$ cat config.mk
export PLATFORM = sky130hd
export DESIGN_NAME = tri_fifo
export DESIGN_NICKNAME = d
export VERILOG_FILES = /design/src/raster_pkg.sv /design/src/tri_fifo.sv
export VERILOG_INCLUDE_DIRS = /design/src
export SDC_FILE = /design/constraint.sdc
export NUM_CORES = 1
export LEC_CHECK = 0
export BUFFER_PORTS_ARGS = -buffer_cell sky130_fd_sc_hd__buf_2
export CORE_UTILIZATION = 55
export DETAILED_ROUTE_END_ITERATION = 12
export PLACE_DENSITY_LB_ADDON = 0.3
export SLEW_MARGIN = 0
export SYNTH_ARGS = -nofsm -noshare
export SYNTH_HDL_FRONTEND = slang
export SYNTH_SLANG_ARGS = --single-unit
$ cat constraint.sdc
create_clock -name S_AXI_ACLK -period 16.3 [get_ports S_AXI_ACLK]
set_clock_uncertainty 0.05 [all_clocks]
set_input_delay 1.63 -clock S_AXI_ACLK [delete_from_list [all_inputs] [get_ports S_AXI_ACLK]]
set_output_delay 1.63 -clock S_AXI_ACLK [all_outputs]
set_load 0.1 [all_outputs]
$ cat src/raster_cfg.svh
// fixed 320x240 buffer scanned at half resolution; FB_AW must cover width times height
`ifndef RASTER_CFG_SVH
`define RASTER_CFG_SVH

// screen size in buffer pixels
`define RASTER_FB_WIDTH 320
`define RASTER_FB_HEIGHT 240

// 320*240 = 76800 bytes, needs 17 address bits
`define RASTER_FB_AW 17

// axi4-lite slave bus, four 32-bit words
`define RASTER_AXI_AW 4
`define RASTER_AXI_DW 32

// default number of queued triangles
`define RASTER_FIFO_DEPTH 8

// value written to every pixel on a clear
`define RASTER_CLEAR_COLOR 0

`endif

$ cat src/raster_pkg.sv
// shared record types only; field widths assume the screen size in the cfg header
`include "raster_cfg.svh"

package raster_pkg;

  // one screen vertex
  // x needs 9 bits to reach column 319
  typedef struct packed {
    logic [8:0] x;
    logic [7:0] y;
  } vertex_t;

  // one queued triangle, 59 bits
  typedef struct packed {
    vertex_t    v1;
    vertex_t    v2;
    vertex_t    v3;
    logic [7:0] color;
  } triangle_t;

  // screen-clamped bounding box, 34 bits
  typedef struct packed {
    logic [8:0] x_min;
    logic [8:0] x_max;
    logic [7:0] y_min;
    logic [7:0] y_max;
  } bbox_t;

  // single pixel write into the frame buffer
  typedef struct packed {
    logic                     we;
    logic [`RASTER_FB_AW-1:0] addr;
    logic [7:0]               color;
  } fb_write_t;

  // frame controller phases
  typedef enum logic [1:0] {
    clear_buf,
    wait_tri,
    calc_bbox,
    fill
  } frame_state_e;

endpackage

$ cat src/tri_fifo.sv
// head is read straight from memory at the read pointer; push when full and pop when empty are ignored
`timescale 1ns/1ps
`include "raster_cfg.svh"

module tri_fifo #(
  parameter int DEPTH = `RASTER_FIFO_DEPTH
) (
  input  logic                  S_AXI_ACLK,
  input  logic                  S_AXI_ARESETN,
  input  logic                  push,
  input  raster_pkg::triangle_t push_data,
  input  logic                  pop,
  output raster_pkg::triangle_t head,
  output logic                  full,
  output logic                  empty
);

  localparam int PW = (DEPTH > 1) ? $clog2(DEPTH) : 1;
  localparam int CW = $clog2(DEPTH + 1);

  raster_pkg::triangle_t mem [DEPTH];
  logic [PW-1:0]         wr_ptr;
  logic [PW-1:0]         rd_ptr;
  logic [CW-1:0]         count;
  logic                  do_push;
  logic                  do_pop;

  // wrap also works for a depth that is not a power of two
  function automatic logic [PW-1:0] next_ptr(input logic [PW-1:0] ptr);
    if (ptr == PW'(DEPTH - 1)) begin
      return '0;
    end
    return ptr + 1'b1;
  endfunction

  assign full    = (count == CW'(DEPTH));
  assign empty   = (count == '0);
  assign do_push = push && !full;
  assign do_pop  = pop && !empty;
  assign head    = mem[rd_ptr];

  always_ff @(posedge S_AXI_ACLK) begin
    if (do_push) begin
      mem[wr_ptr] <= push_data;
    end
  end

  always_ff @(posedge S_AXI_ACLK) begin
    if (!S_AXI_ARESETN) begin
      wr_ptr <= '0;
      rd_ptr <= '0;
      count  <= '0;
    end else begin
      if (do_push) begin
        wr_ptr <= next_ptr(wr_ptr);
      end
      if (do_pop) begin
        rd_ptr <= next_ptr(rd_ptr);
      end
      // simultaneous push and pop leaves the count alone
      if (do_push && !do_pop) begin
        count <= count + 1'b1;
      end else if (do_pop && !do_push) begin
        count <= count - 1'b1;
      end
    end
  end

endmodule

==> flow_metrics.tcl <==
set metrics [dict create \
    status "complete, no violations" \
    post-place-ws_ns 11.73 \
    synth_flop_cell "edfxtp_1" \
    synth_area_um2 18400 \
    maxSlewHeadroom 0.219 \
    dieArea_um2 34200 \
    ff_latch_area_um2 14400 \
    syn_area_per_cell_um2 24.2 \
    total_switching_power_mw 1.22 \
    power_density_nw_per_um2 170 \
    cts_setup_buffers 0 \
    path_class "reg -> out" \
    dpl.hpwl_um 16700 \
    seqPwrFrac 0.417 \
    mostFrequentLayoutCells "edfxtp_1 (472), buf_2 (123), mux4_2 (118)" \
    start_kind "flop" \
    yosysTopAreaCellShare 0.771 \
    grt_pass1_wl_um 50000 \
    cts.repair.resized 0 \
    routabilityCongestion 0.695 \
    num-fill-cells 2189 \
    cts.path.max_buffers 3 \
    timing.final.crit_share 0.308 \
    ys_ff_latch 485 \
    fmax_ghz 0.199 \
    vdd_drop_max_mv 0.112 \
    dr.pass1.iters 5 \
    grt_use_met2 0.327 \
    area_growth_pct 14.4 \
    chipHeight_um 185 \
    port_buffers 123 \
    hold_violations 0 \
    synthCells 758 \
    worstHoldPathCells 2 \
    grt_pass1_vias 8585 \
    tightest_slew_ns 1.17 \
    start_util 0.562 \
    p_leak_nw 6.71 \
    setup_tns_ns 0 \
    rsz0062_at_grt "false" \
    worst_setup_path_end_kind "output pin" \
    drive_above_1_share 0.414 \
    clkTransAtPathRegs_ns 0.06 \
    grt_max_degree 81 \
    cts_tree "done" \
    drc 0 \
    synth.distinct_cells 31 \
    synth_area_leaders "edfxtp_1 (77%), mux4_2 (14%), mux2_2 (3.6%)" \
    wl_per_cell_um 23.6 \
    clock_sinks 485 \
    cts_buffers 47 \
    syn_nets 829 \
    async_flop_share 0 \
    maxCapViolCount 0 \
    cts-htree-levels 2 \
    finalMaxSlewViolations 0 \
    ys_seq_area_frac 0.785 \
    ios 124 \
    reg2reg_slack_ns 13.03 \
    num_rows 66 \
    yosysWarnings 0 \
    antenna_left 0 \
    critPathArrivalTime_ns 3.34 \
    setup_viol 0 \
    reg2reg_from "count[1]" \
    multi_input_area_um2 3790 \
    min-delay-start "rd_ptr[2]" \
    clkPwrFrac 0.292 \
    reg2regPathDepth 6 \
    total_power_mw 3.57 \
    drtIter0Drc 609 \
    grt_usage 0.200 \
    synth_top_area_cell "edfxtp_1" \
    swShare 0.341 \
    antenna_found_initial 6 \
    pwr-share-comb 0.291 \
    vias_per_cell 5.78 \
    grt.overflow.total 0 \
    holdWs_ns 0.496 \
    gr-usage-met1 0.278 \
    post-route-util 0.643 \
    postLayoutSetupSlackWorst_ns 11.28 \
    final.min_clock_period_ns 5.02 \
    core_area_um2 32700 \
    synth_edf_count 472 \
    required_ns 14.62 \
    regToRegEndpoint "mem[5][47]" \
    min-delay-path-class "reg -> reg" \
    clock_latency_ns 0.53 \
    nets 978 \
    p_int_mw 2.35 \
    mostFrequentLayoutCell "edfxtp_1" \
    met3_usage 0.0379 \
    top_usage_layer "met2" \
    die_w_um 185 \
    wl_um 32800 \
    clock-root-buffer "clkbuf_16" \
    vias 8051 \
    crit_path_max_fanout 80 \
    cts_hold_buf 0 \
]
==> cell type report <==
type | count | area share
Clock buffer | 63 | 0.0603
Multi-Input combinational cell | 235 | 0.180
Tap cell | 442 | 0.0263
Inverter | 2 | 0.000357
Clock inverter | 24 | 0.0110
Sequential cell | 485 | 0.687
Timing Repair Buffer | 136 | 0.0339
Antenna cell | 5 | 0.000595
==> through the flow <==
step                      std cells  instance area (um2)
after floorplan                 758                18400
after global placement         1300                19500
after detailed placement       1300                19500
after CTS                      1387                21000
after global routing           1389                21000
final                          1392                21000
==> worst max-delay path, cell delays in order, from the launching register on <==
cell and delay (ns):
dfxtp_4 0.72, buf_4 0.92, mux4_2 0.42, mux2_2 0.30, buf_2 0.30
==> state kept, by name (all words and copies together), names as in the netlist, named ones only <==
| register | flops |
|---|---|
| count | 4 |
| rd_ptr | 3 |
| wr_ptr | 3 |
| mem | 472 |
==> synthesized netlist by cell type, types with 2 or more instances <==
cell      number
mux2_2        59
and2_1         3
mux4_2       118
nor2b_1        4
a21boi_0       3
xnor2_1        2
nor4_1         2
dfxtp_1       13
nand2b_1       3
nor2_1         4
nor3_1         6
clkbuf_1      17
mux2i_1        3
edfxtp_1     472
ha_1           7
buf_2         14
nand2_1        9
buf_8          3
a21oi_1        3
inv_1          2
==> routing by layer <==
| metal | share of wire | up-vias |
|---|---|---|
| li1 | - | 3529 |
| met1 | 0.42 | 4214 |
| met2 | 0.50 | 252 |
| met3 | 0.058 | 54 |
| met4 | 0.021 | 2 |
| met5 | 0.00043 | - |
==> worst max path at each step <==
stage                     startpoint  slack, ns        end
after floorplan                 push       8.03  mem[0][0]
final                           flop      11.28   head[22]
after detailed placement        flop      11.73   head[24]
after global placement          flop      11.74   head[24]
after global routing            flop      10.98   head[56]
after CTS                       flop      11.16   head[24]
==> cell families (layout without fill, tap and decap cells) <==
family,after synthesis,after routing,share of synthesized area
flip-flops,485,485,0.785
multiplexers,180,180,0.182
buffers and inverters,38,225,0.0110
AND/OR/NAND/NOR,34,34,0.00939
AO/OA/AOI/OAI,11,11,0.00511
adder cells (fa/ha/maj),8,8,0.00585
XOR/XNOR,2,2,0.000953
other,0,5,0
==> power by group through the flow <==
stage,clock (mW),combinational [mW],sequential [mW]
2_1_floorplan,0,0.915,1.49
3_3_place_gp,0,1.04,1.51
3_5_place_dp,0,1.05,1.51
4_1_cts,1.07,1.05,1.49
5_1_grt,1.11,1.09,1.50
6_report,1.04,1.04,1.49
Power figures use the tool's default switching activity.
