`src/raster_cfg.svh`:
```
// fixed 320x240 buffer scanned at half resolution; FB_AW must cover width times height
`ifndef RASTER_CFG_SVH
`define RASTER_CFG_SVH

// screen size in buffer pixels
`define RASTER_FB_WIDTH 320
`define RASTER_FB_HEIGHT 240

// 320*240 = 76800 bytes, needs 17 address bits
`define RASTER_FB_AW 17

// axi4-lite slave bus, four 32-bit words
`define RASTER_AXI_AW 4
`define RASTER_AXI_DW 32

// default number of queued triangles
`define RASTER_FIFO_DEPTH 8

// value written to every pixel on a clear
`define RASTER_CLEAR_COLOR 0

`endif

```
`src/raster_pkg.sv`:
```
// shared record types only; field widths assume the screen size in the cfg header
`include "raster_cfg.svh"

package raster_pkg;

  // one screen vertex
  // x needs 9 bits to reach column 319
  typedef struct packed {
    logic [8:0] x;
    logic [7:0] y;
  } vertex_t;

  // one queued triangle, 59 bits
  typedef struct packed {
    vertex_t    v1;
    vertex_t    v2;
    vertex_t    v3;
    logic [7:0] color;
  } triangle_t;

  // screen-clamped bounding box, 34 bits
  typedef struct packed {
    logic [8:0] x_min;
    logic [8:0] x_max;
    logic [7:0] y_min;
    logic [7:0] y_max;
  } bbox_t;

  // single pixel write into the frame buffer
  typedef struct packed {
    logic                     we;
    logic [`RASTER_FB_AW-1:0] addr;
    logic [7:0]               color;
  } fb_write_t;

  // frame controller phases
  typedef enum logic [1:0] {
    clear_buf,
    wait_tri,
    calc_bbox,
    fill
  } frame_state_e;

endpackage

```
`src/axi_tri_regs.sv`:
```
// write-only slave, one write in flight, no strobes; only awaddr[3:2] selects a word
`timescale 1ns/1ps
`include "raster_cfg.svh"

module axi_tri_regs (
  input  logic                      S_AXI_ACLK,
  input  logic                      S_AXI_ARESETN,
  input  logic [`RASTER_AXI_AW-1:0] S_AXI_AWADDR,
  input  logic                      S_AXI_AWVALID,
  output logic                      S_AXI_AWREADY,
  input  logic [`RASTER_AXI_DW-1:0] S_AXI_WDATA,
  input  logic                      S_AXI_WVALID,
  output logic                      S_AXI_WREADY,
  output logic [1:0]                S_AXI_BRESP,
  output logic                      S_AXI_BVALID,
  input  logic                      S_AXI_BREADY,
  input  logic                      fifo_full,
  output logic                      tri_push,
  output raster_pkg::triangle_t     tri_data
);

  logic [`RASTER_AXI_AW-1:0] axi_awaddr;
  logic                      axi_awready;
  logic                      axi_wready;
  logic                      axi_bvalid;
  logic                      aw_en;
  logic                      accept;
  logic                      wr_en;
  logic [1:0]                word_idx;
  raster_pkg::vertex_t       vtx_reg [3];
  logic [7:0]                color_reg;

  assign S_AXI_AWREADY = axi_awready;
  assign S_AXI_WREADY  = axi_wready;
  assign S_AXI_BVALID  = axi_bvalid;
  // always OKAY
  assign S_AXI_BRESP   = 2'b00;

  ////////////////////
  // address and data acceptance
  // both valids seen with no response pending, ready pulses next cycle
  assign accept   = !axi_awready && S_AXI_AWVALID && S_AXI_WVALID && aw_en;
  assign wr_en    = axi_awready && S_AXI_AWVALID && axi_wready && S_AXI_WVALID;
  assign word_idx = axi_awaddr[3:2];

  always_ff @(posedge S_AXI_ACLK) begin
    if (!S_AXI_ARESETN) begin
      axi_awready <= 1'b0;
      axi_wready  <= 1'b0;
      aw_en       <= 1'b1;
    end else begin
      // one-shot, ready drops on its own the cycle after
      axi_awready <= accept;
      axi_wready  <= accept;
      if (accept) begin
        aw_en <= 1'b0;
      end else if (S_AXI_BREADY && axi_bvalid) begin
        // response taken, next write may start
        aw_en <= 1'b1;
      end
    end
  end

  always_ff @(posedge S_AXI_ACLK) begin
    if (accept) begin
      axi_awaddr <= S_AXI_AWADDR;
    end
  end

  ////////////////////
  // write response
  always_ff @(posedge S_AXI_ACLK) begin
    if (!S_AXI_ARESETN) begin
      axi_bvalid <= 1'b0;
    end else if (wr_en && !axi_bvalid) begin
      axi_bvalid <= 1'b1;
    end else if (S_AXI_BREADY && axi_bvalid) begin
      axi_bvalid <= 1'b0;
    end
  end

  ////////////////////
  // triangle registers and commit
  always_ff @(posedge S_AXI_ACLK) begin
    if (wr_en) begin
      if (word_idx == 2'd3) begin
        color_reg <= S_AXI_WDATA[7:0];
      end else begin
        // x in bits 8..0, y in bits 23..16
        vtx_reg[word_idx] <= '{x: S_AXI_WDATA[8:0], y: S_AXI_WDATA[23:16]};
      end
    end
  end

  // push lands the cycle after the color write, when color_reg already holds the new value
  // a commit into a full fifo is simply lost
  always_ff @(posedge S_AXI_ACLK) begin
    if (!S_AXI_ARESETN) begin
      tri_push <= 1'b0;
    end else begin
      tri_push <= wr_en && (word_idx == 2'd3) && !fifo_full;
    end
  end

  assign tri_data = '{v1: vtx_reg[0], v2: vtx_reg[1], v3: vtx_reg[2], color: color_reg};

endmodule

```
`config.mk`:
```
export PLATFORM = sky130hd
export DESIGN_NAME = axi_tri_regs
export DESIGN_NICKNAME = d
export VERILOG_FILES = /design/src/raster_pkg.sv /design/src/axi_tri_regs.sv
export VERILOG_INCLUDE_DIRS = /design/src
export SDC_FILE = /design/constraint.sdc
export NUM_CORES = 1
export LEC_CHECK = 0
export BUFFER_PORTS_ARGS = -buffer_cell sky130_fd_sc_hd__buf_2
export CAP_MARGIN = 10
export CORE_MARGIN = 4
export CORE_UTILIZATION = 44
export DETAILED_ROUTE_END_ITERATION = 8
export PLACE_DENSITY = 0.85
export SYNTH_ARGS = -nofsm -noshare
export SYNTH_HDL_FRONTEND = slang
export SYNTH_SLANG_ARGS = --single-unit
```
`constraint.sdc`:
```
create_clock -name S_AXI_ACLK -period 2.95 [get_ports S_AXI_ACLK]
set_input_delay 0.1475 -clock S_AXI_ACLK [delete_from_list [all_inputs] [get_ports S_AXI_ACLK]]
set_output_delay 0.1475 -clock S_AXI_ACLK [all_outputs]
set_load 0.005 [all_outputs]
```
==> reports/qor.yml <==
vias: 1160
drv_slew: 0
path_cells: "nand3_2 -> nor3b_2 -> buf_4"
die-area_mm2: 0.00576
initial_core_util_pct: 45.9
maxCapViolations: 0
yosys.area_share.adder_pct: 0
crit_required_ps: 2970
rows: 24
hold_violations: 0
most-common-layout-cells: "buf_2 (87), edfxtp_1 (61), clkbuf_8 (9)"
synth_xor_area_share_pct: 0
place_ws_ps: 1270
fin_ws_ps: 1250
grt_use_total_pct: 14.2
path_clk_slew_ps: 70
drt_iter0_drc: 20
fin_hold_ws_ps: 22.6
status: "finished clean"
clockBufferDepth: 2
core_mm2: 0.00441
cts_tree: "yes"
period_share_pct: 57.8
drc: 0
portBuffers: 87
first_pass_iters: 4
worstSetupPathType: "reg -> reg"
ys_ff_latch: 65
dp_cells: 224
clock_sinks: 65
rsz0062_at_grt: "no"
antenna_found_initial: 0
drive_above_1_share_pct: 57.9
fin_crit_ps: 1700
crit_buf_inv: 1
sw_frac_of_total_pct: 19.2
setup_viol: 0
place_congestion: 0.694
worstHoldStart: "S_AXI_WDATA[23]"
yosysUniqueCellTypes: 17
grt_pass1_wl_mm: 5.53
slowest_stage: "nor3b_2"
r2r_start: "S_AXI_WREADY$_SDFF_PN0_"
grt_pass1_vias: 1095
final_core_util_pct: 62.7
synth_area_mm2: 0.00203
htreeDepth: 3
synth_top_family_by_area: "simple AND/OR/NAND/NOR gates"
yosys_warnings: 0
clock-root-buffer: "clkbuf_8"
grt_overflow_total: 0
p_int_uw: 1410
power_switching_uw: 335
vdd_drop_max_mv: 0.268
finalNetCount: 228
instances_no_fill: 242
die_h_um: 75.9
n_antenna_cell: 0
combPwrFrac_pct: 2.2
p_leak_uw: 0.00109
fp.dieW_um: 75.9
start_kind: "register"
syn_area_per_cell_um2: 24.4
synth_compound_area_share_pct: 0.864
wirelength_mm: 4.02
p_clk_share_pct: 39.6
cts_buffers: 9
worst_pin_slew_ps: 739
cts_setup_buffers: 0
clock.fmax_ghz: 0.587
ys_seq_area_share_pct: 94.3
seqPwrFrac_pct: 58.2
slew-limit-headroom_pct: 50.5
setup-tns-final_ps: 0
detail-route-antenna-nets: 0
synthSimpleGateAreaFrac_pct: 3.33
largest_register_ff_count: 51
routed_via_density: 4.79
clock_latency_ps: 330
crit_path_max_incr_delay_ps: 510
arrival_ps: 1720
startpoint: "S_AXI_WREADY$_SDFF_PN0_"
syn_inst: 83
muxShareOfSynthArea_pct: 0
ioPinCount: 107
post_drt_wl_per_cell_um: 16.6
skew_ps: 7.07
mostFrequentLayoutCell: "buf_2"
cellPowerDensity_mw_per_mm2: 632
fillCellCount: 316
critPathCaptureType: "register"
grt_max_degree: 18
crit_path_max_fanout: 12
hold_class: "in -> reg"
area_delta_synth_final_pct: 36.5
cp_top_family: "simple AND/OR/NAND/NOR gates"
[final cells by class]
cell class | count | area, um2 | area share, %
repair buffers | 94 | 495 | 17.9
clock inverters | 6 | 60.1 | 2.17
flip-flops and latches | 65 | 1910 | 69.1
inverters | 1 | 3.75 | 0.136
well taps | 52 | 65.1 | 2.35
clock buffers | 9 | 124 | 4.48
multi-input cells | 15 | 108 | 3.89
[per-layer routing]
layer | GRT usage, % | routed length (um) | share of wire [%] | up-vias
li1 | - | - | - | 526
met1 | 16.5 | 1510 | 38 | 551
met2 | 22.2 | 1910 | 47 | 73
met3 | 5.54 | 514 | 13 | 10
met4 | 8.74 | 93 | 2.3 | 0
met5 | 0 | 0 | 0 | -
[power groups by stage]
stage	clock, uW	sequential (uW)	combinational (uW)
floorplan	0	1040	8.86
global placement	0	1040	34.3
detailed placement	0	1040	36.5
CTS	710	1020	39.5
global route	757	1020	43.6
finish	692	1020	39.0
[synth_stat cells (all sizes together)]
master / number / share of area [%]
o31ai: 1 / 0.37
and4b: 1 / 0.49
nor2: 1 / 0.19
dfxtp: 4 / 4.0
nand3b: 1 / 0.37
nand2: 1 / 0.19
inv: 1 / 0.19
nor3: 1 / 0.25
and2: 1 / 0.31
nand3: 1 / 0.49
conb: 1 / 0.19
nor3b: 2 / 0.74
buf: 3 / 1.1
nor4: 1 / 0.31
a21oi: 1 / 0.25
o21ai: 1 / 0.25
edfxtp: 61 / 90
[stage by stage]
step / instance area, um2 / power [uW]
5_1_grt: 2770 / 1820
3_5_place_dp: 2550 / 1070
2_1_floorplan: 2030 / 1050
6_report: 2770 / 1750
4_1_cts: 2770 / 1770
3_3_place_gp: 2550 / 1070
[logic make-up after synthesis]
group | Yosys count
buf+inv | 4
other cells | 1
compound gates | 3
flops | 65
simple gates | 10
[final timing paths]
path                                                  to  cells past startpoint  slack, ps
worst max-delay path            vtx_reg[2][14]$_DFFE_PP_                      3       1250
worst max register to register  vtx_reg[2][14]$_DFFE_PP_                      3       1250
worst min-delay path             vtx_reg[2][7]$_DFFE_PP_                      1         20
worst min register to register        aw_en$_SDFFE_PN1P_                      2        500
[what timing repair did]
item | in CTS | in global routing
hold endpoints to repair | 3 | 0
setup endpoints to repair | 0 | 0
hold buffers | 3 | 0
gates resized for setup | 0 | 0
Power figures use the tool's default switching activity.
