`config.mk`:
```
export PLATFORM = sky130hd
export DESIGN_NAME = frame_ctrl
export DESIGN_NICKNAME = d
export VERILOG_FILES = /design/src/raster_pkg.sv /design/src/frame_ctrl.sv
export VERILOG_INCLUDE_DIRS = /design/src
export SDC_FILE = /design/constraint.sdc
export NUM_CORES = 1
export LEC_CHECK = 0
export ABC_AREA = 1
export BUFFER_PORTS_ARGS = -buffer_cell sky130_fd_sc_hd__buf_2
export CAP_MARGIN = 10
export CORE_ASPECT_RATIO = 1.25
export CORE_UTILIZATION = 46
export CTS_BUF_LIST = sky130_fd_sc_hd__clkbuf_8
export CTS_CLUSTER_DIAMETER = 50
export DETAILED_ROUTE_END_ITERATION = 10
export GPL_ROUTABILITY_DRIVEN = 1
export PLACE_DENSITY = 0.83
export SYNTH_ARGS = -nofsm -noshare
export SYNTH_HDL_FRONTEND = slang
export SYNTH_SLANG_ARGS = --single-unit
```
`constraint.sdc`:
```
create_clock -name S_AXI_ACLK -period 4.92 [get_ports S_AXI_ACLK]
set_clock_uncertainty 0.1 [all_clocks]
set_input_delay 0.246 -clock S_AXI_ACLK [delete_from_list [all_inputs] [get_ports S_AXI_ACLK]]
set_output_delay 0.246 -clock S_AXI_ACLK [all_outputs]
set_load 0.01 [all_outputs]
```
`src/raster_cfg.svh`:
```
// fixed 320x240 buffer scanned at half resolution; FB_AW must cover width times height
`ifndef RASTER_CFG_SVH
`define RASTER_CFG_SVH

// screen size in buffer pixels
`define RASTER_FB_WIDTH 320
`define RASTER_FB_HEIGHT 240

// 320*240 = 76800 bytes, needs 17 address bits
`define RASTER_FB_AW 17

// axi4-lite slave bus, four 32-bit words
`define RASTER_AXI_AW 4
`define RASTER_AXI_DW 32

// default number of queued triangles
`define RASTER_FIFO_DEPTH 8

// value written to every pixel on a clear
`define RASTER_CLEAR_COLOR 0

`endif

```
`src/raster_pkg.sv`:
```
// shared record types only; field widths assume the screen size in the cfg header
`include "raster_cfg.svh"

package raster_pkg;

  // one screen vertex
  // x needs 9 bits to reach column 319
  typedef struct packed {
    logic [8:0] x;
    logic [7:0] y;
  } vertex_t;

  // one queued triangle, 59 bits
  typedef struct packed {
    vertex_t    v1;
    vertex_t    v2;
    vertex_t    v3;
    logic [7:0] color;
  } triangle_t;

  // screen-clamped bounding box, 34 bits
  typedef struct packed {
    logic [8:0] x_min;
    logic [8:0] x_max;
    logic [7:0] y_min;
    logic [7:0] y_max;
  } bbox_t;

  // single pixel write into the frame buffer
  typedef struct packed {
    logic                     we;
    logic [`RASTER_FB_AW-1:0] addr;
    logic [7:0]               color;
  } fb_write_t;

  // frame controller phases
  typedef enum logic [1:0] {
    clear_buf,
    wait_tri,
    calc_bbox,
    fill
  } frame_state_e;

endpackage

```
`src/frame_ctrl.sv`:
```
// a vsync edge only counts in wait_tri; a triangle in progress always completes first
`timescale 1ns/1ps
`include "raster_cfg.svh"

module frame_ctrl (
  input  logic                  S_AXI_ACLK,
  input  logic                  S_AXI_ARESETN,
  input  logic                  vsync,
  input  logic                  tri_valid,
  input  raster_pkg::triangle_t tri_head,
  input  logic                  fill_done,
  input  raster_pkg::fb_write_t fill_wr,
  output logic                  tri_pop,
  output logic                  fill_start,
  output raster_pkg::triangle_t fill_tri,
  output raster_pkg::fb_write_t fb_wr
);

  localparam int AW = `RASTER_FB_AW;
  localparam logic [AW-1:0] CLEAR_LAST = AW'(`RASTER_FB_WIDTH * `RASTER_FB_HEIGHT - 1);
  localparam logic [7:0] CLEAR_COLOR = 8'(`RASTER_CLEAR_COLOR);

  raster_pkg::frame_state_e state;
  logic [AW-1:0]            clear_addr;
  logic                     vsync_s1;
  logic                     vsync_s2;
  logic                     vsync_prev;
  logic                     vsync_rise;

  ////////////////////
  // vsync sync and edge detect
  always_ff @(posedge S_AXI_ACLK) begin
    if (!S_AXI_ARESETN) begin
      vsync_s1   <= 1'b0;
      vsync_s2   <= 1'b0;
      vsync_prev <= 1'b0;
    end else begin
      vsync_s1   <= vsync;
      vsync_s2   <= vsync_s1;
      vsync_prev <= vsync_s2;
    end
  end

  assign vsync_rise = vsync_s2 && !vsync_prev;

  // pop and latch share one edge; vsync wins over a waiting triangle
  assign tri_pop    = (state == raster_pkg::wait_tri) && tri_valid && !vsync_rise;
  // start lasts exactly the one calc_bbox cycle
  assign fill_start = (state == raster_pkg::calc_bbox);

  // clear stream owns the buffer port only while clearing
  always_comb begin
    if (state == raster_pkg::clear_buf) begin
      fb_wr = '{we: 1'b1, addr: clear_addr, color: CLEAR_COLOR};
    end else begin
      fb_wr = fill_wr;
    end
  end

  ////////////////////
  // frame fsm
  always_ff @(posedge S_AXI_ACLK) begin
    if (!S_AXI_ARESETN) begin
      state      <= raster_pkg::clear_buf;
      clear_addr <= '0;
    end else begin
      case (state)
        raster_pkg::clear_buf: begin
          // one pixel per cycle over the whole buffer
          if (clear_addr == CLEAR_LAST) begin
            clear_addr <= '0;
            state      <= raster_pkg::wait_tri;
          end else begin
            clear_addr <= clear_addr + 1'b1;
          end
        end
        raster_pkg::wait_tri: begin
          if (vsync_rise) begin
            state <= raster_pkg::clear_buf;
          end else if (tri_valid) begin
            state <= raster_pkg::calc_bbox;
          end
        end
        raster_pkg::calc_bbox: begin
          state <= raster_pkg::fill;
        end
        raster_pkg::fill: begin
          if (fill_done) begin
            state <= raster_pkg::wait_tri;
          end
        end
      endcase
    end
  end

  always_ff @(posedge S_AXI_ACLK) begin
    if (tri_pop) begin
      fill_tri <= tri_head;
    end
  end

endmodule

```
==> metrics.md <==
| Metric | Value |
|---|---|
| Status | finished clean |
| HP Start | S_AXI_ARESETN |
| Worst Setup End Kind | primary output |
| Die height | 95.2 um |
| Nets | 620 |
| Via count | 2983 |
| Final Wtd Congestion | 0.869 |
| Period utilisation layout | 0.556 |
| Reg2reg end | fill_tri[11] |
| Final core utilization | 0.746 |
| Clock sinks | 81 |
| FF+latch count, synth | 81 |
| Die area | 7290 um^2 |
| Longest Clk Path Bufs | 2 |
| Die X | 76.6 um |
| Synth Instances | 283 |
| Root Buffer | clkbuf_8 |
| Syn. warnings | 0 |
| Switch share | 0.225 |
| Initial Util | 0.481 |
| Tmin final | 2.74 ns |
| Final number of hold-violating endpoints | 0 |
| Fillers | 428 |
| Crit Path Category | reg -> out |
| Register share of total power | 0.581 |
| Max Slew Vio Count | 0 |
| Unrepaired setup endpoints after global routing | false |
| Drt via density | 4.83 |
| Area grow syn2layout | 55.1% |
| Pin count of the biggest net entering global routing | 32 |
| Seq/Total Area, Yosys | 0.691 |
| Startpoint types | flop |
| Actual slew at the worst max-slew pin | 0.899 ns |
| Post-synthesis net count | 378 |
| Pre-antenna DRT Iters | 5 |
| Share of post-route cells with drive strength above 1 | 0.398 |
| Pwr Total | 1270 uW |
| Dpl cell area | 4180 um^2 |
| P_int | 981 uW |
| Max VDD drop | 0.000123 V |
| Mapped cell area | 3200 um^2 |
| Rel. slew slack | 0.400 |
| Commonest non-fill, non-tap cell in the layout | buf_2 |
| Core area | 6650 um^2 |
| Worst flop-to-flop path startpoint | state[0] |
| Setup TNS | 0 ns |
| CP Max Fanout | 31 |
| Slowest Stage Delay on Critical Path | 0.64 ns |
| Port bufs | 176 |
| # Max-Cap Violations | 0 |
| H-tree depth | 3 |
| Switching Power | 285 uW |
| Ports | 177 |
| R2R depth | 4 |
| Pwr dens | 255 nW/um^2 |
| Hold Crit Class | in -> reg |
| Worst Hold Depth | 3 |
| Clock latency on the worst-skew pair | 0.35 ns |
| Highest clock rate | 365 MHz |
| DRC | 0 |
| First-pass GRT wire length | 14200 um |
| Post-synth cell types | 27 |
| Worst Hold End | vsync_s1 |
| Wire per inst | 15.6 um |
| # rows | 33 |
| Critical-path cell list | ha_1, nand2_1, nor2_4, buf_4, buf_2 |
| DR iter-0 viols | 137 |
| CTS tree | built |
| R2R setup slack | 2.64 ns |
| Combinational share of power | 0.075 |
| Non-Filler Cell Area, Final | 4960 um^2 |
| Critical path data required time | 4.57 ns |
| Antenna violations before repair | 0 |
| CTS Buf Count | 9 |
| Slowest stage cell, crit path | nor2_4 |
| Global Route Usage Sum | 0.266 |
| ANT cells | 0 |
| Clk pin slew, worst setup/hold paths | 0.08 ns |
| Most frequent cells in the layout | buf_2 (176), dlygate4sd3_1 (60), nand2_1 (59), edfxtp_1 (59), nor2_1 (38) |
| Vias in the first global route | 2818 |
| CP arrival | 2.39 ns |
| Clock share of power | 0.344 |
| Final ANT Viol Nets | 0 |
| Average size of a mapped cell | 11.3 um^2 |
| HPWL Detailed | 5990 um |
| Grt total ovfl | 0 |
| DRT Wirelength | 9620 um |
| Final setup fails | 0 |
| Leak | 0.00225 uW |
synthesized netlist by cell type (all sizes together):
| library cell | count | share of area |
|---|---|---|
| nand3b | 1 | 0.0023 |
| nand3 | 11 | 0.023 |
| xor2 | 11 | 0.030 |
| nor2 | 43 | 0.057 |
| o22ai | 1 | 0.0020 |
| edfxtp | 59 | 0.55 |
| xnor2 | 2 | 0.0055 |
| nand4 | 1 | 0.0020 |
| or2 | 1 | 0.0020 |
| nor3 | 4 | 0.0063 |
| a21oi | 6 | 0.0094 |
| nor4 | 1 | 0.0020 |
| inv | 33 | 0.039 |
| ha | 5 | 0.020 |
| nand2 | 65 | 0.081 |
| dfxtp | 22 | 0.14 |
| buf | 4 | 0.0059 |
| clkbuf | 3 | 0.0035 |
| o21ai | 10 | 0.019 |
per-stage QoR:
step	hold WS, ns	cells	worst slack, ns
after floorplan	0.244	283	1.13
after global placement	0.298	541	2.64
after detailed placement	0.301	541	2.59
after CTS	0.0977	617	2.18
after global routing	0.145	617	1.98
final	0.115	617	2.18
metal layers:
layer	vias up	share of wire	GRT usage
li1	1401	-	-
met1	1394	0.38	0.298
met2	157	0.51	0.477
met3	31	0.078	0.0775
met4	0	0.033	0.106
met5	-	0	0
power groups by stage:
| stage | Clock (uW) | Sequential (uW) | Combinational (uW) |
|---|---|---|---|
| after detailed placement | 0 | 751 | 52.6 |
| after global routing | 464 | 736 | 102 |
| after floorplan | 0 | 751 | 12.5 |
| after CTS | 436 | 735 | 91.2 |
| after global placement | 0 | 751 | 50.2 |
| final | 436 | 735 | 95.4 |
sequential cells by signal, indices dropped and copies added (netlist names):
signal      flops
vsync_prev      1
vsync_s1        1
fill_tri       59
vsync_s2        1
state           2
clear_addr     17
cells by family (layout without fill, tap and decap cells):
logic type | count (synthesis) | count (layout) | share of synthesized area
XOR/XNOR | 13 | 13 | 0.0356
AO/OA/AOI/OAI | 17 | 17 | 0.0305
flip-flops | 81 | 81 | 0.691
buffers and inverters | 40 | 287 | 0.0481
AND/OR/NAND/NOR | 127 | 127 | 0.175
adder cells (fa/ha/maj) | 5 | 5 | 0.0196
cell type report:
| type | instances | area (um^2) | area share |
|---|---|---|---|
| flip-flops and latches | 81 | 2210 | 0.446 |
| repair buffers | 238 | 1500 | 0.302 |
| multi-input cells | 162 | 841 | 0.169 |
| clock buffers | 9 | 124 | 0.0250 |
| inverters | 33 | 124 | 0.0250 |
| well taps | 87 | 109 | 0.0219 |
| clock inverters | 7 | 55.1 | 0.0111 |
what timing repair did:
action                    CTS  global route
hold endpoints to repair   60             0
resized for setup           0             0
setup buffers               0             0
hold buffers               60             0
worst max-delay path by stage:
| stage | to | start | cells after the start | slack (ns) |
|---|---|---|---|---|
| final | tri_pop | state[0] | 5 | 2.18 |
| after detailed placement | tri_pop | state[1] | 6 | 2.59 |
| after global routing | fb_wr[17] | state[0] | 7 | 1.98 |
| after global placement | tri_pop | state[1] | 6 | 2.64 |
| after floorplan | fill_tri[0] | state[1] | 4 | 1.13 |
| after CTS | fb_wr[22] | state[0] | 6 | 2.18 |
critical path, delay by kind of cell (launching register included):
family,cells,cell delay [ns]
adders and majority gates,1,0.19
buffers and inverters,2,0.68
DFF,1,0.41
and+or+nand+nor,2,0.76
Power figures use the tool's default switching activity.
