[src/raster_cfg.svh]
// fixed 320x240 buffer scanned at half resolution; FB_AW must cover width times height
`ifndef RASTER_CFG_SVH
`define RASTER_CFG_SVH

// screen size in buffer pixels
`define RASTER_FB_WIDTH 320
`define RASTER_FB_HEIGHT 240

// 320*240 = 76800 bytes, needs 17 address bits
`define RASTER_FB_AW 17

// axi4-lite slave bus, four 32-bit words
`define RASTER_AXI_AW 4
`define RASTER_AXI_DW 32

// default number of queued triangles
`define RASTER_FIFO_DEPTH 8

// value written to every pixel on a clear
`define RASTER_CLEAR_COLOR 0

`endif

[src/raster_pkg.sv]
// shared record types only; field widths assume the screen size in the cfg header
`include "raster_cfg.svh"

package raster_pkg;

  // one screen vertex
  // x needs 9 bits to reach column 319
  typedef struct packed {
    logic [8:0] x;
    logic [7:0] y;
  } vertex_t;

  // one queued triangle, 59 bits
  typedef struct packed {
    vertex_t    v1;
    vertex_t    v2;
    vertex_t    v3;
    logic [7:0] color;
  } triangle_t;

  // screen-clamped bounding box, 34 bits
  typedef struct packed {
    logic [8:0] x_min;
    logic [8:0] x_max;
    logic [7:0] y_min;
    logic [7:0] y_max;
  } bbox_t;

  // single pixel write into the frame buffer
  typedef struct packed {
    logic                     we;
    logic [`RASTER_FB_AW-1:0] addr;
    logic [7:0]               color;
  } fb_write_t;

  // frame controller phases
  typedef enum logic [1:0] {
    clear_buf,
    wait_tri,
    calc_bbox,
    fill
  } frame_state_e;

endpackage

[src/bbox_fill.sv]
// fills the whole clamped bounding box, not the exact triangle; start is expected only while idle
`timescale 1ns/1ps
`include "raster_cfg.svh"

module bbox_fill (
  input  logic                  S_AXI_ACLK,
  input  logic                  S_AXI_ARESETN,
  input  logic                  start,
  input  raster_pkg::triangle_t tri_in,
  output logic                  done,
  output raster_pkg::fb_write_t fb_wr
);

  localparam int AW = `RASTER_FB_AW;
  localparam logic [8:0] X_LAST = 9'(`RASTER_FB_WIDTH - 1);
  localparam logic [8:0] Y_LAST = 9'(`RASTER_FB_HEIGHT - 1);

  raster_pkg::bbox_t box_next;
  raster_pkg::bbox_t box;
  logic [8:0]        x_cnt;
  logic [7:0]        y_cnt;
  logic [7:0]        color;
  logic              busy;
  logic              wr_q;
  logic [AW-1:0]     addr_q;
  logic [AW-1:0]     pix_addr;
  logic              last_pix;

  function automatic logic [8:0] min3(input logic [8:0] a, input logic [8:0] b,
                                      input logic [8:0] c);
    logic [8:0] m;
    m = (a < b) ? a : b;
    return (m < c) ? m : c;
  endfunction

  function automatic logic [8:0] max3(input logic [8:0] a, input logic [8:0] b,
                                      input logic [8:0] c);
    logic [8:0] m;
    m = (a > b) ? a : b;
    return (m > c) ? m : c;
  endfunction

  function automatic logic [8:0] clamp(input logic [8:0] v, input logic [8:0] lim);
    return (v > lim) ? lim : v;
  endfunction

  ////////////////////
  // box from the vertex extremes
  // minima are clamped too so an off-screen box still ends
  always_comb begin
    box_next.x_min = clamp(min3(tri_in.v1.x, tri_in.v2.x, tri_in.v3.x), X_LAST);
    box_next.x_max = clamp(max3(tri_in.v1.x, tri_in.v2.x, tri_in.v3.x), X_LAST);
    box_next.y_min = 8'(clamp(min3({1'b0, tri_in.v1.y}, {1'b0, tri_in.v2.y},
                                   {1'b0, tri_in.v3.y}), Y_LAST));
    box_next.y_max = 8'(clamp(max3({1'b0, tri_in.v1.y}, {1'b0, tri_in.v2.y},
                                   {1'b0, tri_in.v3.y}), Y_LAST));
  end

  ////////////////////
  // raster walk, row by row
  assign pix_addr = AW'(y_cnt) * AW'(`RASTER_FB_WIDTH) + AW'(x_cnt);
  assign last_pix = (x_cnt == box.x_max) && (y_cnt == box.y_max);

  always_ff @(posedge S_AXI_ACLK) begin
    if (!S_AXI_ARESETN) begin
      busy <= 1'b0;
      wr_q <= 1'b0;
      done <= 1'b0;
    end else begin
      // write is registered, so done trails the last visible write by one
      wr_q <= busy;
      done <= wr_q && !busy;
      if (start) begin
        busy <= 1'b1;
      end else if (busy && last_pix) begin
        busy <= 1'b0;
      end
    end
  end

  always_ff @(posedge S_AXI_ACLK) begin
    if (start) begin
      box   <= box_next;
      x_cnt <= box_next.x_min;
      y_cnt <= box_next.y_min;
      color <= tri_in.color;
    end else if (busy) begin
      addr_q <= pix_addr;
      if (x_cnt == box.x_max) begin
        x_cnt <= box.x_min;
        y_cnt <= y_cnt + 1'b1;
      end else begin
        x_cnt <= x_cnt + 1'b1;
      end
    end
  end

  assign fb_wr = '{we: wr_q, addr: addr_q, color: color};

endmodule

[config.mk]
export PLATFORM = sky130hd
export DESIGN_NAME = bbox_fill
export DESIGN_NICKNAME = d
export VERILOG_FILES = /design/src/raster_pkg.sv /design/src/bbox_fill.sv
export VERILOG_INCLUDE_DIRS = /design/src
export SDC_FILE = /design/constraint.sdc
export NUM_CORES = 1
export LEC_CHECK = 0
export BUFFER_PORTS_ARGS = -buffer_cell sky130_fd_sc_hd__buf_2
export CORE_UTILIZATION = 59
export DETAILED_ROUTE_END_ITERATION = 16
export PLACE_DENSITY = 0.93
export SYNTH_ARGS = -nofsm -noshare
export SYNTH_HDL_FRONTEND = slang
export SYNTH_SLANG_ARGS = --single-unit
[constraint.sdc]
create_clock -name S_AXI_ACLK -period 5.3 [get_ports S_AXI_ACLK]
set_input_delay 0.265 -clock S_AXI_ACLK [delete_from_list [all_inputs] [get_ports S_AXI_ACLK]]
set_output_delay 0.265 -clock S_AXI_ACLK [all_outputs]
set_load 0.01 [all_outputs]
==> flow_summary.yaml, run 1 <==
run_status:
  status: "completed"
finish:
  layout-drive-gt1-share_pct: 23.6
  stdcell_area_um2: 6830
  antennaDiodeCount: 0
  postLayoutCoreUtil_pct: 69.6
  nets: 808
  area.growth.synth_to_final_pct: 14.0
floorplanning:
  die_h_um: 103
  pin_count: 89
  die_w_um: 103
  coreArea_um2: 9820
  start_util_pct: 61.0
  dieArea_um2: 10600
  row_count: 36
routing:
  wl_per_cell_um: 16.9
  routed_wl_um: 13800
  avgViaCountPerCell: 6.06
  vias: 4949
  first_pass_iters: 8
  drc_errors: 0
  drt_iter0_markers: 369
  ant_nets: 0
cts:
  clk_pin_slew_ps: 80
  clkLatencyLatePin_ps: 340
  cts-htree-levels: 3
  root_buffer: "clkbuf_8"
  numCtsBuffers: 9
  cts_resized: 0
  cts_tree: "built"
  post_cts_buffers: 0
  cts_hold_buf: 0
  cts_buffer_depth: 2
  cts.sinks: 71
critical_path:
  crit_chain: "buf_2 > inv_1 > ha_1 > nand4_1 > nor3_1 > a211oi_1 > nand2_1 > buf_4 > mux2i_1 > inv_1 > ha_1 > a2111oi_0 > o21ai_0 > a31oi_1 > inv_1 > a31oi_4 > buf_4 > nor2_2 > a311o_1"
  start_kind: "input port"
  required_ps: 5390
  crit_slowest_cell: "a311o_1"
  end_kind: "flip-flop"
  r2r_start: "y_cnt[1]$_DFFE_PP_"
  crit_top_cell: "inv_1"
  cp_top_family: "compound AO/OA/AOI/OAI gates"
  crit_arrival_ps: 4140
  path_buf_inv: 6
  startpoint: "tri_in[41]"
  path_class: "input port to flip-flop"
  cp_max_fo: 27
  rrSetupSlack_ps: 2320
  cpPeakStageDelay_ps: 350
timing:
  grt_setup_unrepaired: "false"
  fin_skew_ps: 6.54
  relSlewSlack_pct: 20.8
  tightest_slew_ps: 1180
  post-route-min-period_ps: 4050
  drv_slew: 0
  fmax_mhz: 247
  hold_viol: 0
  finalSetupViolations: 0
  fin_crit_sh_pct: 76.4
  finalSetupTns_ps: 0
synth:
  synth_top_cell_by_area: "edfxtp_1"
  avgSynthCellArea_um2: 10.2
  yosys_warnings: 0
  synth_top_area_share_pct: 34.1
  synth_area_um2: 5990
  synth_seq_cells: 71
  async_flop_share_pct: 0
  synth_cells: 586
  netlist_top_cells_area: "edfxtp_1 (34%), ha_1 (14%), mux2_2 (4.7%)"
  synth_edf_count: 68
  synth.distinct_cells: 71
  syn-num-nets: 716
  ys_seq_area_share_pct: 35.1
  synth_flop_cell: "edfxtp_1"
global_route:
  grt_use_total_pct: 27.8
  grt_overflow: 0
  antenna_found_initial: 0
  grt_max_degree: 56
  grt_pass1_wl_um: 22700
  grt_pass1_vias: 4772
hold_path:
  min_from: "tri_in[0]"
  hold_path_class: "input port to flip-flop"
placement:
  place_hpwl_um: 10900
  placed_area_um2: 6570
  port-buffer-count: 88
  place_congestion: 0.955
power_and_ir_drop:
  vdd_drop_max_v: 0.000217
  powerDensity_nw_per_um2: 314
  p_leak_nw: 2.98
flow_run:
  cap_violations: 0
through the flow:
stage                     power (W)  hold slack, ps  setup WS [ps]  cells
after global placement      0.00154             415           1100    800
after global routing        0.00227            84.0            843    816
final                       0.00215            97.5           1250    816
after CTS                   0.00215            87.4           1310    816
after floorplan             0.00138             364           1430    586
after detailed placement    0.00158             421            929    800
cell usage in the layout (no fill, tap or decap), drive strengths merged, types with 6 or more instances in the layout:
cell	instances
xnor2	30
nand3	11
buf	93
nand4	17
nor2b	10
a211o	8
o41ai	6
o31ai	6
mux2	28
ha	66
mux2i	24
o21ai	24
nor2	36
nor3	17
and3	10
a211oi	14
a31oi	13
nand2	25
inv	59
a21oi	21
clkbuf	10
xor2	11
a21o	11
edfxtp	68
flip-flops by register name, summed over array words and instances (netlist names):
signal  flops
color       8
box        26
done        1
wr_q        1
x_cnt       9
busy        1
addr_q     17
y_cnt       8
cell families (layout without fill, tap and decap cells):
family / after synthesis / after routing / synth area share [%]
compound gates: 125 / 125 / 16.1
xor+xnor: 41 / 41 / 5.99
fa+ha+maj: 68 / 68 / 14.4
buf+inv: 72 / 169 / 4.84
flops: 71 / 71 / 35.1
mux: 52 / 52 / 9.71
simple gates: 157 / 157 / 13.9
final timing paths:
path,endpoint,depth (start not counted)
min,color[0]$_DFFE_PP_,1
max reg2reg,addr_q[16]$_DFFE_PP_,11
min reg2reg,done$_SDFF_PN0_,2
max,x_cnt[7]$_DFFE_PP_,19
metal layers:
layer	routed length [um]	share of wire [%]	track usage (%)	up-vias
met3	874	6.4	3.86	31
met2	6510	47	45.8	216
li1	-	-	-	2380
met4	358	2.6	10.5	0
met1	6020	44	37.4	2322
met5	0	0	0	-
synth_stat cells, types with 4 or more instances:
cell	number
edfxtp_1	68
ha_1	66
inv_1	57
nor2_1	35
xnor2_1	30
mux2_2	25
nand2_1	24
a21oi_1	20
mux2i_1	20
o21ai_0	18
nand4_1	17
nor3_1	17
a211oi_1	13
a31oi_1	12
a21o_1	11
nand3_1	11
xor2_1	11
and3_1	10
nor2b_1	10
a211o_1	7
o41ai_1	6
and2_1	5
clkbuf_1	5
nand2b_1	5
o31ai_1	5
buf_2	4
mux2i_2	4
o21ai_1	4
or2_2	4
power breakdown:
| part | switching, W | internal, W | total (W) |
|---|---|---|---|
| clock | 0.000202 | 0.000360 | 0.000562 |
| combinational | 0.000436 | 0.000357 | 0.000793 |
| sequential | 0.0000580 | 0.000736 | 0.000794 |
| total | 0.000696 | 0.00145 | 0.00215 |
layout make-up:
class | count | area [um2]
fill | 758 | 2990
inverter | 60 | 225
timing repair buffer | 93 | 478
clock buffer | 10 | 128
multi-input combinational | 443 | 3600
tap | 133 | 166
clock inverter | 6 | 133
sequential | 71 | 2100
Power figures use the tool's default switching activity.
==> run 2: changes to the inputs <==
- clock period: 5.3 -> 4.1 ns (I/O delays scaled with it)
==> run 2 against run 1 <==
Worst hold slack lost 73 ps. Cell count grew 0.49%. Combinational power grew 30%. Cell area is essentially flat. Register-to-register slack lost 1200 ps. Non-clock buffer count grew 4. Clock skew grew 1.5 ps. Critical endpoint is now box[16]$_SDFFCE_PN1P_.
==> flow_summary.yaml, run 2 (synthesis gave the netlist of run 1 again) <==
run_status:
  status: "completed"
finish:
  postLayoutCoreUtil_pct: 69.6
  reg_top3: "box: 26 flops, addr_q: 17 flops, x_cnt: 9 flops"
  largest_register_ffs: 26
  layout_commonest_cell: "buf_2"
  layout-drive-gt1-share_pct: 24.3
  stdcell_area_um2: 6830
  mostFrequentLayoutCells: "buf_2 (88), edfxtp_1 (68), ha_1 (66)"
  regMostFlops: "box"
  antennaDiodeCount: 0
  area.growth.synth_to_final_pct: 13.9
  fin_cells: 820
  nets: 812
timing:
  post-route-min-period_ps: 3750
  finalSetupTns_ps: 0
  relSlewSlack_pct: 36.0
  grt_setup_unrepaired: "false"
  fin_crit_sh_pct: 91.5
  fmax_mhz: 267
  tightest_slew_ps: 960
  fin_skew_ps: 8.02
  hold_viol: 0
  drv_slew: 0
  fin_ws_ps: 350
  finalSetupViolations: 0
global_route:
  grt_pass1_vias: 4688
  grt_max_degree: 48
  grt_use_total_pct: 27.8
  antenna_found_initial: 0
  grt_pass1_wl_um: 22300
  grt_overflow: 0
floorplanning:
  die_h_um: 103
  coreArea_um2: 9820
  dieArea_um2: 10600
  die_w_um: 103
  start_util_pct: 61.0
  row_count: 36
  pin_count: 89
placement:
  port-buffer-count: 88
  place_hpwl_um: 10800
  place_ws_ps: 20.6
  placed_cells: 804
  place_congestion: 0.871
  placed_area_um2: 6600
critical_path:
  crit_chain: "buf_2 > inv_1 > ha_1 > a21oi_1 > o21ai_1 > a211o_4 > o21ai_4 > mux2_2 > ha_1 > a21o_1 > a21oi_1 > nand2_1 > a211o_1 > a211oi_1 > a311oi_4 > a211o_1"
  path_class: "input port to flip-flop"
  cp_max_fo: 10
  start_kind: "input port"
  end_kind: "flip-flop"
  crit_slowest_cell: "mux2_2"
  path_buf_inv: 2
  cp_top_family: "compound AO/OA/AOI/OAI gates"
  crit_arrival_ps: 3860
  required_ps: 4210
  cpPeakStageDelay_ps: 410
power_and_ir_drop:
  vdd_drop_max_v: 0.000222
  power_frac_comb_pct: 38.0
  switchingPower_w: 0.000928
  powerDensity_nw_per_um2: 395
  clkPwrFrac_pct: 23.9
  p_int_w: 0.00177
  seq_power_share_pct: 38.1
  sw_frac_of_total_pct: 34.4
  p_leak_nw: 2.98
routing:
  wl_per_cell_um: 16.7
  drc_errors: 0
  vias: 4866
  ant_nets: 0
  routed_wl_um: 13700
  avgViaCountPerCell: 5.93
  drt_iter0_markers: 280
  first_pass_iters: 5
cts:
  cts_tree: "built"
  root_buffer: "clkbuf_8"
  clkLatencyLatePin_ps: 350
  cts_resized: 0
  clk_pin_slew_ps: 80
  post_cts_buffers: 0
  cts_hold_buf: 0
  numCtsBuffers: 9
  cts_buffer_depth: 2
  cts.sinks: 71
  cts-htree-levels: 3
hold_path:
  hold_path_class: "input port to flip-flop"
flow_run:
  cap_violations: 0
run 2: stage by stage:
step | total power, W | hold WS (ps)
floorplan | 0.00178 | 304
detailed placement | 0.00205 | 383
global route | 0.00286 | 8.54
global placement | 0.00200 | 382
finish | 0.00270 | 24.2
CTS | 0.00269 | 15.2
run 2: cell type report:
class | instances | area [um2]
Inverter | 60 | 225
Clock inverter | 7 | 103
Timing Repair Buffer | 97 | 508
Fill cell | 761 | 2990
Clock buffer | 9 | 124
Sequential cell | 71 | 2100
Multi-Input combinational cell | 443 | 3600
Tap cell | 133 | 166
run 2: power by group through the flow:
stage                     clock network [W]  registers [W]  logic (W)
after floorplan                           0        0.00103   0.000747
after global placement                    0        0.00104   0.000961
after detailed placement                  0        0.00104    0.00101
after CTS                          0.000644        0.00103    0.00102
after global routing               0.000672        0.00104    0.00115
final                              0.000643        0.00103    0.00103
run 2: path summary, 6_finish.rpt:
path                            slack, ps  depth (start not counted)                    end          startpoint
worst max-delay path                  350                         16  box[16]$_SDFFCE_PN1P_          tri_in[35]
worst min-delay path                   20                          1     color[2]$_DFFE_PP_           tri_in[2]
worst max register to register       1110                         11   addr_q[16]$_DFFE_PP_  y_cnt[1]$_DFFE_PP_
worst min register to register        440                          2        done$_SDFF_PN0_     wr_q$_SDFF_PN0_
run 2: worst reg2reg max path: cells and delay by family (launching register included):
family / cells / cell delay (ps)
simple gates: 2 / 220
compound gates: 5 / 1130
flops: 1 / 510
fa+ha+maj: 3 / 920
buf+inv: 1 / 60
run 2: routing by layer:
metal | share of wire, % | wire (um) | GRT usage, %
met5 | 0 | 0 | 0
met4 | 1.0 | 140 | 7.58
met3 | 6.1 | 833 | 5.02
met2 | 48 | 6620 | 47.1
met1 | 44 | 6080 | 36.8
